$ cat config.mk
export PLATFORM = sky130hd
export DESIGN_NAME = ccuTop
export DESIGN_NICKNAME = d
export VERILOG_FILES = /design/src/hw/ccu_pkg.sv /design/src/hw/ccuTop.sv /design/src/hw/cfgDeserializer.sv /design/src/hw/isaDecoder.sv
export VERILOG_INCLUDE_DIRS = /design/src /design/src/hw
export SDC_FILE = /design/constraint.sdc
export NUM_CORES = 1
export LEC_CHECK = 0
export ABC_AREA = 1
export BUFFER_PORTS_ARGS = -buffer_cell sky130_fd_sc_hd__buf_2
export CAP_MARGIN = 20
export CORE_AREA = 5 5 292 294
export CTS_BUF_LIST = sky130_fd_sc_hd__clkbuf_8 sky130_fd_sc_hd__clkbuf_16
export DETAILED_ROUTE_END_ITERATION = 8
export DIE_AREA = 0 0 297 299
export PLACE_DENSITY = 0.54
export SETUP_SLACK_MARGIN = 0.05
export SYNTH_ARGS = -nofsm -noshare
export SYNTH_HDL_FRONTEND = slang
export SYNTH_SLANG_ARGS = --single-unit
$ cat constraint.sdc
create_clock -name clk -period 6.7 [get_ports clk]
set_input_delay 0 -clock clk [delete_from_list [all_inputs] [get_ports clk]]
set_output_delay 0 -clock clk [all_outputs]
set_load 0.01 [all_outputs]
$ cat src/hw/ccu_params.svh
// Widths and per-unit word counts for the CCU, included by the package and every RTL file
`ifndef CCU_PARAMS_SVH
`define CCU_PARAMS_SVH

// =========================================================================
// Bus and field widths
// =========================================================================
`define ISA_WIDTH        128   // One instruction word
`define OPCODE_WIDTH     8     // Low byte of the first word
`define ADDR_WIDTH       16    // Address, count and channel fields
`define DRAM_ADDR_WIDTH  32    // Off-chip address

// =========================================================================
// Instruction length per unit, in words
// =========================================================================
`define ITF_WORDS        1
`define KNN_WORDS        2
`define SYA_WORDS        2

`endif
$ cat src/hw/ccu_pkg.sv
// Decoder state, opcode and per-unit configuration types, imported by the decoder and top level
`include "ccu_params.svh"

package ccuPkg;

    typedef enum logic [1:0] {
        IDLE = 2'd0,   // Waiting for a first word
        DEC  = 2'd1    // Stream granted to one unit
    } decState_e;

    // Codes 1 and 4 have no unit and are dropped by the decoder
    typedef enum logic [`OPCODE_WIDTH-1:0] {
        CCU = 'd0,
        KNN = 'd2,
        SYA = 'd3,
        ITF = 'd5
    } opcode_e;

    // Off-chip transfer, one word
    typedef struct packed {
        logic [`ITF_WORDS*`ISA_WIDTH-`OPCODE_WIDTH-2*`ADDR_WIDTH-`DRAM_ADDR_WIDTH-9:0] rsvd;
        logic [`ADDR_WIDTH-1:0]      num;
        logic [`ADDR_WIDTH-1:0]      glbBaseAddr;
        logic [`DRAM_ADDR_WIDTH-1:0] dramBaseAddr;
        logic [7:0]                  inOut;          // 0 into chip, 1 out to DRAM
    } itfCfg_t;

    // Neighbour search, two words, upper bits reserved
    typedef struct packed {
        logic [`KNN_WORDS*`ISA_WIDTH-`OPCODE_WIDTH-3*`ADDR_WIDTH-9:0] rsvd;
        logic [`ADDR_WIDTH-1:0] mapWrAddr;
        logic [`ADDR_WIDTH-1:0] crdRdAddr;
        logic [7:0]             k;
        logic [`ADDR_WIDTH-1:0] nip;
    } knnCfg_t;

    // Systolic array, two words, upper bits reserved
    typedef struct packed {
        logic [`SYA_WORDS*`ISA_WIDTH-`OPCODE_WIDTH-7*`ADDR_WIDTH-41:0] rsvd;
        logic [`ADDR_WIDTH-1:0] ofmWrBaseAddr;
        logic [`ADDR_WIDTH-1:0] wgtRdBaseAddr;
        logic [`ADDR_WIDTH-1:0] actRdBaseAddr;
        logic [7:0]             loopOrder;
        logic [`ADDR_WIDTH-1:0] numTilIfm;
        logic [`ADDR_WIDTH-1:0] numTilFlt;
        logic [`ADDR_WIDTH-1:0] numGrpPerTile;
        logic [`ADDR_WIDTH-1:0] chn;
        logic [7:0]             zeroPoint;
        logic [7:0]             shift;
        logic [7:0]             ofmPhaseShift;
        logic [7:0]             mode;
    } syaCfg_t;

endpackage

$ cat src/hw/ccuTop.sv
// Top level of the configuration control unit, joining the decoder and the three deserializers
`include "ccu_params.svh"

module ccuTop
    import ccuPkg::*;
(
    input  logic                  clk,
    input  logic                  rst_n,
    input  logic [`ISA_WIDTH-1:0] isaDat,
    input  logic                  isaVld,
    output logic                  isaRdy,
    // Off-chip interface
    output logic                  itfCfgVld,
    input  logic                  itfCfgRdy,
    output itfCfg_t               itfCfg,
    // Neighbour search
    output logic                  knnCfgVld,
    input  logic                  knnCfgRdy,
    output knnCfg_t               knnCfg,
    // Systolic array
    output logic                  syaCfgVld,
    input  logic                  syaCfgRdy,
    output syaCfg_t               syaCfg
);

    logic [2:0]                       inRdy;    // ITF, KNN, SYA
    logic [2:0]                       inVld;
    logic [`ITF_WORDS*`ISA_WIDTH-1:0] itfVec;
    logic [`KNN_WORDS*`ISA_WIDTH-1:0] knnVec;
    logic [`SYA_WORDS*`ISA_WIDTH-1:0] syaVec;

    isaDecoder u_decoder (
        .clk    (clk),
        .rst_n  (rst_n),
        .isaDat (isaDat[`OPCODE_WIDTH-1:0]),
        .isaVld (isaVld),
        .isaRdy (isaRdy),
        .inRdy  (inRdy),
        .outVld ({syaCfgVld, knnCfgVld, itfCfgVld}),
        .cfgRdy ({syaCfgRdy, knnCfgRdy, itfCfgRdy}),
        .inVld  (inVld)
    );

    // =========================================================================
    // Deserializers sharing the instruction stream
    // =========================================================================
    cfgDeserializer #(.WORDS(`ITF_WORDS)) u_itfDes (
        .clk    (clk),
        .rst_n  (rst_n),
        .inVld  (inVld[0]),
        .inDat  (isaDat),
        .inRdy  (inRdy[0]),
        .outDat (itfVec),
        .outVld (itfCfgVld),
        .outRdy (itfCfgRdy)
    );

    cfgDeserializer #(.WORDS(`KNN_WORDS)) u_knnDes (
        .clk    (clk),
        .rst_n  (rst_n),
        .inVld  (inVld[1]),
        .inDat  (isaDat),
        .inRdy  (inRdy[1]),
        .outDat (knnVec),
        .outVld (knnCfgVld),
        .outRdy (knnCfgRdy)
    );

    cfgDeserializer #(.WORDS(`SYA_WORDS)) u_syaDes (
        .clk    (clk),
        .rst_n  (rst_n),
        .inVld  (inVld[2]),
        .inDat  (isaDat),
        .inRdy  (inRdy[2]),
        .outDat (syaVec),
        .outVld (syaCfgVld),
        .outRdy (syaCfgRdy)
    );

    // Opcode byte dropped, the rest maps straight onto each struct
    assign itfCfg = itfCfg_t'(itfVec[`ITF_WORDS*`ISA_WIDTH-1:`OPCODE_WIDTH]);
    assign knnCfg = knnCfg_t'(knnVec[`KNN_WORDS*`ISA_WIDTH-1:`OPCODE_WIDTH]);
    assign syaCfg = syaCfg_t'(syaVec[`SYA_WORDS*`ISA_WIDTH-1:`OPCODE_WIDTH]);

endmodule

$ cat src/hw/cfgDeserializer.sv
// Collects WORDS instruction words into one configuration vector and holds it until accepted
`include "ccu_params.svh"

module cfgDeserializer #(
    parameter int WORDS = 1
) (
    input  logic                        clk,
    input  logic                        rst_n,
    input  logic                        inVld,
    input  logic [`ISA_WIDTH-1:0]       inDat,
    output logic                        inRdy,
    output logic [WORDS*`ISA_WIDTH-1:0] outDat,   // First word in the low bits
    output logic                        outVld,
    input  logic                        outRdy
);

    localparam int CNT_W = (WORDS > 1) ? $clog2(WORDS) : 1;
    localparam logic [CNT_W-1:0] LAST_WORD = CNT_W'(WORDS - 1);

    logic [CNT_W-1:0] cnt;     // Words taken so far
    logic             inHs;
    logic             outHs;

    // Input closed while a finished vector waits
    assign inRdy = !outVld;
    assign inHs  = inVld && inRdy;
    assign outHs = outVld && outRdy;

    // =========================================================================
    // Word counter and output valid
    // =========================================================================
    always_ff @(posedge clk or negedge rst_n) begin
        if (!rst_n) begin
            cnt    <= '0;
            outVld <= 1'b0;
        end else if (inHs) begin
            if (cnt == LAST_WORD) begin
                cnt    <= '0;
                outVld <= 1'b1;   // Vector complete
            end else begin
                cnt <= cnt + 1'b1;
            end
        end else if (outHs) begin
            outVld <= 1'b0;
        end
    end

    // =========================================================================
    // Assembly register
    // =========================================================================
    // Each word lands in its own slot, LSB first
    always_ff @(posedge clk) begin
        if (inHs) begin
            outDat[cnt*`ISA_WIDTH +: `ISA_WIDTH] <= inDat;
        end
    end

endmodule

$ cat src/hw/isaDecoder.sv
// Opcode-latching FSM that grants the instruction stream to one deserializer per instruction
`include "ccu_params.svh"

module isaDecoder
    import ccuPkg::*;
(
    input  logic                     clk,
    input  logic                     rst_n,
    input  logic [`OPCODE_WIDTH-1:0] isaDat,   // Opcode byte of the current word
    input  logic                     isaVld,
    output logic                     isaRdy,
    input  logic [2:0]               inRdy,    // Index order ITF, KNN, SYA
    input  logic [2:0]               outVld,
    input  logic [2:0]               cfgRdy,
    output logic [2:0]               inVld
);

    decState_e  state;
    decState_e  nextState;
    opcode_e    opcode;
    logic [2:0] grant;
    logic       known;     // Opcode has a unit behind it
    logic       cfgDone;   // Granted unit took its configuration

    // =========================================================================
    // Grant
    // =========================================================================
    always_comb begin
        case (opcode)
            ITF:     grant = 3'b001;
            KNN:     grant = 3'b010;
            SYA:     grant = 3'b100;
            default: grant = 3'b000;   // CCU and unused codes
        endcase
    end

    assign known   = |grant;
    assign cfgDone = |(grant & outVld & cfgRdy);

    // =========================================================================
    // FSM
    // =========================================================================
    always_comb begin
        nextState = state;
        case (state)
            IDLE: begin
                if (isaVld) begin
                    nextState = DEC;
                end
            end
            DEC: begin
                if (known) begin
                    if (cfgDone) begin
                        nextState = IDLE;
                    end
                end else if (isaVld) begin
                    nextState = IDLE;   // Lone word swallowed
                end
            end
            default: nextState = IDLE;
        endcase
    end

    always_ff @(posedge clk or negedge rst_n) begin
        if (!rst_n) begin
            state  <= IDLE;
            opcode <= CCU;
        end else begin
            state <= nextState;
            if (state == IDLE && isaVld) begin
                opcode <= opcode_e'(isaDat);   // Peek only, word stays on the bus
            end
        end
    end

    // Stream goes to the granted unit, or is drained for an unknown code
    assign inVld  = (state == DEC) ? (grant & {3{isaVld}}) : 3'b000;
    assign isaRdy = (state == DEC) && (known ? |(grant & inRdy) : isaVld);

endmodule

# Word level (Yosys, flattened, before mapping)
# Cells that the tools add are included.
[word_totals]
regBits = 656
latch_bits = 0
ram_bits = 0
rom_bits = 0
input_bits = 134
out_inout_bits = 620
word_cells = 82
mem_count = 0
[op_classes]
addsub = 6
n_mul = 0
div = 0
magnitude_cmp = 0
n_eq_ne = 10
shifts = 6
mux = 23
bitwise_logic = 4
n_reduce_logical = 22
[op_table]
columns = ["cell", "n"]
rows = [
  ["256-bit bitwise mux", 2],
  ["128-bit by 34-bit variable shift with 256-bit output (first input constant)", 2],
  ["128-bit by 34-bit indexed part select with 256-bit output", 2],
  ["128-bit bitwise mux", 1],
  ["128-bit by 34-bit variable shift with 128-bit output (first input constant)", 1],
  ["128-bit by 34-bit indexed part select with 128-bit output", 1],
  ["8-bit negation with 34-bit output", 3],
  ["8-bit by 2-bit == test with 1-bit output (second input constant)", 2],
  ["1-bit 2-to-1 mux", 13],
  ["3-bit AND", 4],
  ["3-bit one-hot mux with 3 select lines", 1],
  ["3-bit OR reduction", 3],
  ["8-bit by 3-bit == test with 1-bit output (second input constant)", 1],
  ["1-bit logical AND", 8],
  ["2-bit 2-to-1 mux", 4],
  ["2-bit AND reduction", 3],
  ["2-bit nonzero test", 3],
  ["2-bit by 1-bit inequality test with 1-bit output (second input constant)", 2],
  ["2-bit inequality test (second input constant)", 2],
  ["2-bit one-hot mux with 2 select lines", 1],
  ["1-bit adder (second input constant)", 3],
  ["1-bit zero test", 3],
  ["3-bit 2-to-1 mux", 1],
  ["3-bit by 2-bit inequality test with 1-bit output (second input constant)", 1],
  ["other kinds (4)", 4],
]

# Longest topological paths before layout
# Gate-level depths: netlist (run 1).
[logic_depth]
word_depth = 8
mapped_depth = 9
depth_no_buf = 9

# By module
# Synthesis (run 1) repeated with hierarchy kept, for this count alone.
[unflattened]
hier_cells = 1831
hier_area_um2 = 24463.5
[by_module_without_submodules]
columns = ["module", "instances", "cells_each", "area_per_inst_um2", "seq_area_each_um2"]
rows = [
  ["cfgDeserializer at u_knnDes ...", 2, 811, 10012.1, 7737.4],
  ["cfgDeserializer at u_itfDes", 1, 135, 3896.2, 3868.7],
  ["isaDecoder", 1, 74, 543.0, 225.2],
]

# Worst setup path after synthesis (run 1)
# No wires, ideal clock.
[synth_path]
kind = "register -> register"
from = "register u_decoder.opcode[4]"
to = "register u_syaDes.outDat[128] (enable)"
setup_time_ns = 0.617
arrival_ns = 6.234
t_required_ns = 6.083
path_slack_ns = -0.150
stages_incl_launch_ff = 8
path_buffers = 0
period_less_slack_ns = 6.850
path_cell_list = "dfrtp_1 inv_2 nand2_2 nor2_4 nand2_2 nor2_2 nand2_1 nor2_1"
[synth_via]
elab_chain_cells = 5
word_cells_on_any_way = 7
cone_classes = "eq/ne: 3; mux: 2; bitwise: 1; reduce/logical: 1"
[synth_rtl]
columns = ["element", "line", "source"]
rows = [
  ["start: declaration", "isaDecoder.sv:20", "opcode_e opcode;"],
  ["start signal: assignment", "isaDecoder.sv:71", "opcode <= opcode_e'(isaDat);"],
  ["8-bit by 2-bit == test with 1-bit output / 8-bit by 3-bit == test with 1-bit output (equally long branches)", "isaDecoder.sv:29", "case (opcode)"],
  ["3-bit one-hot mux with 3 select lines (*)", "isaDecoder.sv:29", ""],
  ["3-bit AND (*)", "isaDecoder.sv:77", "assign inVld = (state == DEC) ? (grant & {3{isaVld}}) : 3'b000;"],
  ["3-bit 2-to-1 mux (*)", "isaDecoder.sv:77", ""],
  ["1-bit logical AND (*)", "cfgDeserializer.sv:26", "assign inHs = inVld && inRdy;"],
  ["end signal: indexed assignment", "cfgDeserializer.sv:54", "outDat[cnt*`ISA_WIDTH +: `ISA_WIDTH] <= inDat;"],
  ["end: declaration", "cfgDeserializer.sv:12", "output logic [WORDS*`ISA_WIDTH-1:0] outDat,"],
]
# Every way passes the cells marked *; elsewhere a longest branch is shown, timed or not.
# A chain may end at the register's enable or synchronous reset.

# Worst setup path after layout (run 1)
[layout_path]
from = "register u_decoder.opcode[6]"
to = "register u_knnDes.outDat[210] (enable)"
[layout_via]
elab_chain_cells = 5
word_cells_on_any_way = 7
cone_classes = "eq/ne: 3; mux: 2; bitwise: 1; reduce/logical: 1"
[layout_rtl]
columns = ["element", "line"]
rows = [
  ["8-bit by 2-bit == test with 1-bit output / 8-bit by 3-bit == test with 1-bit output (equally long branches)", "isaDecoder.sv:29"],
  ["3-bit one-hot mux with 3 select lines (*)", "isaDecoder.sv:29"],
  ["3-bit AND (*)", "isaDecoder.sv:77"],
  ["3-bit 2-to-1 mux (*)", "isaDecoder.sv:77"],
  ["1-bit logical AND (*)", "cfgDeserializer.sv:26"],
  ["end signal: indexed assignment", "cfgDeserializer.sv:54"],
  ["end: declaration", "cfgDeserializer.sv:12"],
]
# Marked as above.

==> flow_metrics.env, run 1 <==
export IMPL_status="complete, no violations"
export IMPL_maxCapViolCount=0
export IMPL_pwr_share_clk_pct=38.9
export IMPL_synth_fp_nets=1781
export IMPL_p_seq_share_pct=48.3
export IMPL_grt_ovfl_total=0
export IMPL_crit_start="u_decoder.opcode[6]$_DFFE_PN0P_"
export IMPL_drive_gt1_share_pct=33.5
export IMPL_grt_start_max_net_pins=86
export IMPL_setup_slack_ns=3.85
export IMPL_start_util_pct=27.6
export IMPL_min_delay_start="isaDat[107]"
export IMPL_fin_cells=3706
export IMPL_setup_worst_path_start_class="register"
export IMPL_vias_per_cell=4.07
export IMPL_tightest_slew_ns=1.01
export IMPL_min_period_ns=2.85
export IMPL_slew_headroom_pct=33.0
export IMPL_hp_class="in -> reg"
export IMPL_combPwrFrac_pct=12.8
export IMPL_slew_violations=0
export IMPL_fin_skew_ns=0.0271
export IMPL_die_w_um=297
export IMPL_wl_per_cell_um=18.7
export IMPL_cts_made_buffers=70
export IMPL_ant_nets=0
export IMPL_leakage_nw=14.3
export IMPL_antenna_cells=0
export IMPL_drt_pass1_iterations=5
export IMPL_drt_wl_total_um=69400
export IMPL_yosysSeqAreaShare_pct=82.7
export IMPL_synth_top_cell_area_share_pct=81.1
export IMPL_power_density_nw_per_um2=309
export IMPL_path_class="reg -> reg"
export IMPL_tns_ns=0
export IMPL_cts_resized=0
export IMPL_vdd_drop_max_mv=0.271
export IMPL_synth_distinct_cells=19
export IMPL_clk_path_buf_depth=3
export IMPL_clk_pin_slew_ns=0.06
export IMPL_gp_congestion=0.803
export IMPL_vias=15100
export IMPL_dp_cells=3439
export IMPL_drtIter0Drc=1057
export IMPL_grt_usage_pct=15.0
export IMPL_row_count=106
export IMPL_end_kind="register"
export IMPL_synth_area_leader_cell="edfxtp_1"
export IMPL_grt_antenna_before_repair=0
export IMPL_die_area_um2=88800
export IMPL_finalSetupViolCount=0
export IMPL_cts_root_buf="clkbuf_16"
export IMPL_cts_htree_levels=3
export IMPL_synth_area_leaders="edfxtp_1, inv_1, nand2_1"
export IMPL_ys_ff_latch=630
export IMPL_die_y_um=299
export IMPL_finalHoldViolations=0
export IMPL_final_net_count=2706
export IMPL_worstPathArrival_ns=3.08
export IMPL_pre_cts_ws_ns=3.80
export IMPL_grt_pass1_vias=15200
export IMPL_clkSinkCount=630
export IMPL_max_freq_mhz=351
export IMPL_hold_buffers=141
export IMPL_cts_tree="built"
export IMPL_io_pin_count=754
export IMPL_syn2layout_area_growth_pct=38.1
export IMPL_avgSynthCellArea_um2=13.8
export IMPL_switching_share_pct=26.6
export IMPL_clk_latency_ns=0.62
export IMPL_p_switching_w=0.00259
export IMPL_synthCells=1647
export IMPL_cp_required_ns=6.92
export IMPL_coreArea_um2=82600
export IMPL_yosys_warnings=0
export IMPL_crit_fanout=54
export IMPL_synth_area_um2=22800
export IMPL_min_period_over_period_pct=42.6
export IMPL_p_int_w=0.00714
export IMPL_io_buffer_count=753
export IMPL_reg2reg_slack_ns=3.85
export IMPL_layout_commonest_cell="buf_2"
export IMPL_drc=0
export IMPL_grt_first_pass_wirelength_um=101000
export IMPL_cts_setup_buffers=0
export IMPL_final_cell_mix="buf_2, edfxtp_1, inv_1"
export IMPL_rsz0062_at_grt="false"
export IMPL_hpwl_um=48600
export IMPL_crit_reg2reg_launch="u_decoder.opcode[6]$_DFFE_PN0P_"
-- flip-flops by register name, summed over array words and instances, names as in the netlist --
signal,count
u_knnDes.cnt,1
u_knnDes.outDat,248
u_itfDes.outVld,1
u_decoder.opcode,8
u_syaDes.cnt,1
u_itfDes.outDat,120
u_decoder.state,1
u_syaDes.outDat,248
u_knnDes.outVld,1
u_syaDes.outVld,1
-- kinds of logic (layout without fill, tap and decap cells) --
kind of cell | count (synthesis) | count (layout) | synth area share [%]
and+or+nand+nor | 547 | 547 | 9.17
buffers and inverters | 453 | 1432 | 7.73
AOI/OAI and AO/OA | 15 | 15 | 0.346
xor gates and xnor gates | 2 | 2 | 0.0769
DFF | 630 | 630 | 82.7
-- per-layer routing --
layer	track usage (%)	vias up	part of all wire (%)
li1	-	7069	-
met1	17.1	7306	37
met2	26.5	607	52
met3	4.51	112	8.3
met4	5.80	0	3.3
met5	0	-	0
-- cell usage after synthesis --
cell	n
edfxtp_1	616
dfrtp_1	14
nand2_2	2
inv_2	3
nor2_4	1
nand3b_1	1
clkbuf_1	8
nor2_1	252
xor2_1	2
nand3_1	2
nor2_2	4
o21ai_0	9
nand2_1	283
o22ai_1	3
a21oi_1	3
nand4_1	1
nand3_2	1
buf_2	49
inv_1	393
-- critical path: stages, from the launching register on --
cell     delay [ns]
dfrtp_1        0.38
inv_1          0.07
nand2_1        0.08
nor2_4         0.15
nand4_1        0.30
nor2_4         0.64
buf_4          0.70
-- cell type report --
type	instances	area, µm²
fill	7960	51100
multi-input combinational	564	2220
inverter	396	1490
tap	1080	1350
clock buffer	71	1780
sequential	630	18900
clock inverter	55	488
timing repair buffer	910	5300
-- power by group through the flow --
stage	combinational, W	clock, W	sequential (W)
2_1_floorplan	0.000870	0	0.00473
3_3_place_gp	0.00115	0	0.00478
3_5_place_dp	0.00119	0	0.00478
4_1_cts	0.00127	0.00389	0.00470
5_1_grt	0.00144	0.00406	0.00471
6_report	0.00125	0.00378	0.00470
-- path summary, 6_finish.rpt --
kind / end / depth (start not counted)
min: u_itfDes.outDat[107]$_DFFE_PP_ / 2
max: u_knnDes.outDat[210]$_DFFE_PP_ / 6
min reg2reg: u_decoder.opcode[4]$_DFFE_PN0P_ / 2
max in group asynchronous: u_syaDes.cnt$_DFFE_PN0P_ / 3
min in group asynchronous: u_syaDes.outVld$_DFFE_PN0P_ / 3
max reg2reg: u_knnDes.outDat[210]$_DFFE_PP_ / 6
-- stage by stage --
stage	area (µm²)	power [W]	util, %	hold slack (ns)
final	31500	0.00973	38.1	0.153
after global routing	31500	0.0102	38.1	0.113
after CTS	31500	0.00986	38.1	0.0824
after detailed placement	27800	0.00597	33.7	-0.0709
after global placement	27800	0.00593	33.7	-0.0653
after floorplan	22800	0.00560	-	-0.296
No activity file was read; power rests on OpenSTA's default activity.
==> run 2, diff against run 1 <==
--- a/config.mk
+++ b/config.mk
@@ -13,7 +13,7 @@
 export CTS_BUF_LIST = sky130_fd_sc_hd__clkbuf_8 sky130_fd_sc_hd__clkbuf_16
 export DETAILED_ROUTE_END_ITERATION = 8
 export DIE_AREA = 0 0 297 299
-export PLACE_DENSITY = 0.54
+export PLACE_DENSITY = 0.52
 export SETUP_SLACK_MARGIN = 0.05
 export SYNTH_ARGS = -nofsm -noshare
 export SYNTH_HDL_FRONTEND = slang
==> constraint.sdc (replaced) <==
create_clock -name clk -period 2.8 [get_ports clk]
set_input_delay 0 -clock clk [delete_from_list [all_inputs] [get_ports clk]]
set_output_delay 0 -clock clk [all_outputs]
set_load 0.01 [all_outputs]
==> run 2 against run 1 <==
Effect of this change: cell area grew 0.21%; final cell count is the same; critical endpoint is now u_decoder.opcode[4]$_DFFE_PN0P_; power grew 140%.
==> flow_metrics.env, run 2 (same netlist as run 1, synthesis figures left out) <==
export IMPL_crit_fanout=17
export IMPL_hold_ws_ns=0.176
export IMPL_place_area_um2=28000
export IMPL_cts_tree="built"
export IMPL_reg2regPathDepth=5
export IMPL_grt_ovfl_total=0
export IMPL_status="complete, no violations"
export IMPL_final_area_um2=31500
export IMPL_coreArea_um2=82600
export IMPL_ant_nets=0
export IMPL_hp_class="in -> reg"
export IMPL_slew_violations=0
export IMPL_grt_antenna_before_repair=5
export IMPL_finalSetupViolCount=0
export IMPL_clk_path_buf_depth=3
export IMPL_gp_congestion=0.804
export IMPL_path_class="reg -> reg"
export IMPL_rr_endpoint="u_decoder.opcode[4]$_DFFE_PN0P_"
export IMPL_crit_start="u_decoder.state[0]$_DFFE_PN0P_"
export IMPL_crit_end="u_decoder.opcode[4]$_DFFE_PN0P_"
export IMPL_die_y_um=299
export IMPL_routed_wl_met3_um=5740
export IMPL_min_period_ns=2.25
export IMPL_worstPathArrival_ns=2.75
export IMPL_final_net_count=2708
export IMPL_io_buffer_count=753
export IMPL_final_cell_mix="buf_2, edfxtp_1, inv_1"
export IMPL_p_switching_w=0.00599
export IMPL_fin_util_pct=38.2
export IMPL_io_pin_count=754
export IMPL_drtIter0Drc=1102
export IMPL_drive_gt1_share_pct=33.9
export IMPL_cts_htree_levels=3
export IMPL_vias=15200
export IMPL_row_count=106
export IMPL_finalHoldViolations=0
export IMPL_cp_required_ns=3.30
export IMPL_grt_first_pass_wirelength_um=101000
export IMPL_crit_reg2reg_launch="u_decoder.state[0]$_DFFE_PN0P_"
export IMPL_cts_made_buffers=70
export IMPL_grt_start_max_net_pins=120
export IMPL_p_seq_share_pct=48.9
export IMPL_min_period_over_period_pct=80.5
export IMPL_clk_pin_slew_ns=0.06
export IMPL_tightest_slew_ns=0.725
export IMPL_dr_wl_met2_um=35700
export IMPL_wl_per_cell_um=18.6
export IMPL_max_freq_mhz=444
export IMPL_p_int_w=0.0169
export IMPL_nFillCells=7984
export IMPL_layout_commonest_cell="buf_2"
export IMPL_cts_root_buf="clkbuf_16"
export IMPL_clkSinkCount=630
export IMPL_start_util_pct=27.6
export IMPL_drt_wl_total_um=68800
export IMPL_end_kind="register"
export IMPL_hpwl_um=47900
export IMPL_pwr_share_clk_pct=37.4
export IMPL_vdd_drop_max_mv=0.485
export IMPL_die_area_um2=88800
export IMPL_syn2layout_area_growth_pct=38.4
export IMPL_cts_setup_buffers=0
export IMPL_switching_share_pct=26.2
export IMPL_leakage_nw=14.3
export IMPL_slew_headroom_pct=51.7
export IMPL_die_w_um=297
export IMPL_grt_pass1_vias=15800
export IMPL_wl_met1_um=25200
export IMPL_maxCapViolCount=0
export IMPL_top_regs="u_knnDes.outDat x248, u_syaDes.outDat x248, u_itfDes.outDat x120"
export IMPL_reg2reg_slack_ns=0.55
export IMPL_setup_worst_path_start_class="register"
export IMPL_power_density_nw_per_um2=725
export IMPL_clk_latency_ns=0.59
export IMPL_drt_pass1_iterations=7
export IMPL_top_layer="met5"
export IMPL_combPwrFrac_pct=13.6
export IMPL_vias_per_cell=4.09
export IMPL_rsz0062_at_grt="false"
export IMPL_grt_usage_pct=14.8
export IMPL_drc=0
export IMPL_fin_skew_ns=0.0328
export IMPL_power_total_w=0.0229
-- run 2: what timing repair did --
action / CTS / global route
endpoints found under the hold margin: 642 / 0
hold buffers: 139 / 0
resized for setup: 0 / 0
-- run 2: how the worst min path moves through the flow --
stage,from,to,slack (ns),depth (start not counted)
2_1_floorplan,rst_n,u_decoder.opcode[0]$_DFFE_PN0P_,-0.30,0
3_3_place_gp,rst_n,u_decoder.opcode[4]$_DFFE_PN0P_,-0.09,1
3_5_place_dp,rst_n,u_decoder.opcode[7]$_DFFE_PN0P_,-0.07,1
4_1_cts,isaDat[59],u_itfDes.outDat[59]$_DFFE_PP_,0.12,2
5_1_grt,isaDat[59],u_itfDes.outDat[59]$_DFFE_PP_,0.13,2
6_report,isaDat[20],u_itfDes.outDat[20]$_DFFE_PP_,0.18,2
-- run 2: metal layers --
layer	up-vias	global-route usage, %
met5	-	0
met4	2	4.91
met3	130	4.83
met2	672	26.6
met1	7300	16.7
li1	7069	-
-- run 2: layout make-up --
class                      count  area [µm²]  area share (%)
tap                         1080        1350            4.28
antenna                        3        7.51          0.0238
clock inverter                50         345            1.09
timing repair buffer         912        5500            17.4
clock buffer                  71        1780            5.63
multi-input combinational    564        2230            7.06
inverter                     396        1490            4.71
sequential                   630       18900            59.8
-- run 2: worst max-delay path, stage by stage, from the launching register on --
cell,delay (ns)
dfrtp_1,0.41
nor2_2,0.48
nand2_1,0.09
dlygate4sd3_1,0.57
o21ai_0,0.06
dlygate4sd3_1,0.56
-- run 2: stage by stage --
stage               TNS, ns  worst slack (ns)  instances
floorplan           -225.06            -0.484       1647
global placement          0             0.751       3443
detailed placement        0             0.715       3443
CTS                       0             0.548       3703
global route              0             0.357       3704
finish                    0             0.547       3706
-- run 2: power by group through the flow --
stage          Sequential, W  Clock [W]  Combinational [W]
6_report              0.0112    0.00856            0.00312
5_1_grt               0.0112    0.00923            0.00357
4_1_cts               0.0112    0.00880            0.00317
3_5_place_dp          0.0114          0            0.00299
3_3_place_gp          0.0114          0            0.00288
2_1_floorplan         0.0113          0            0.00210
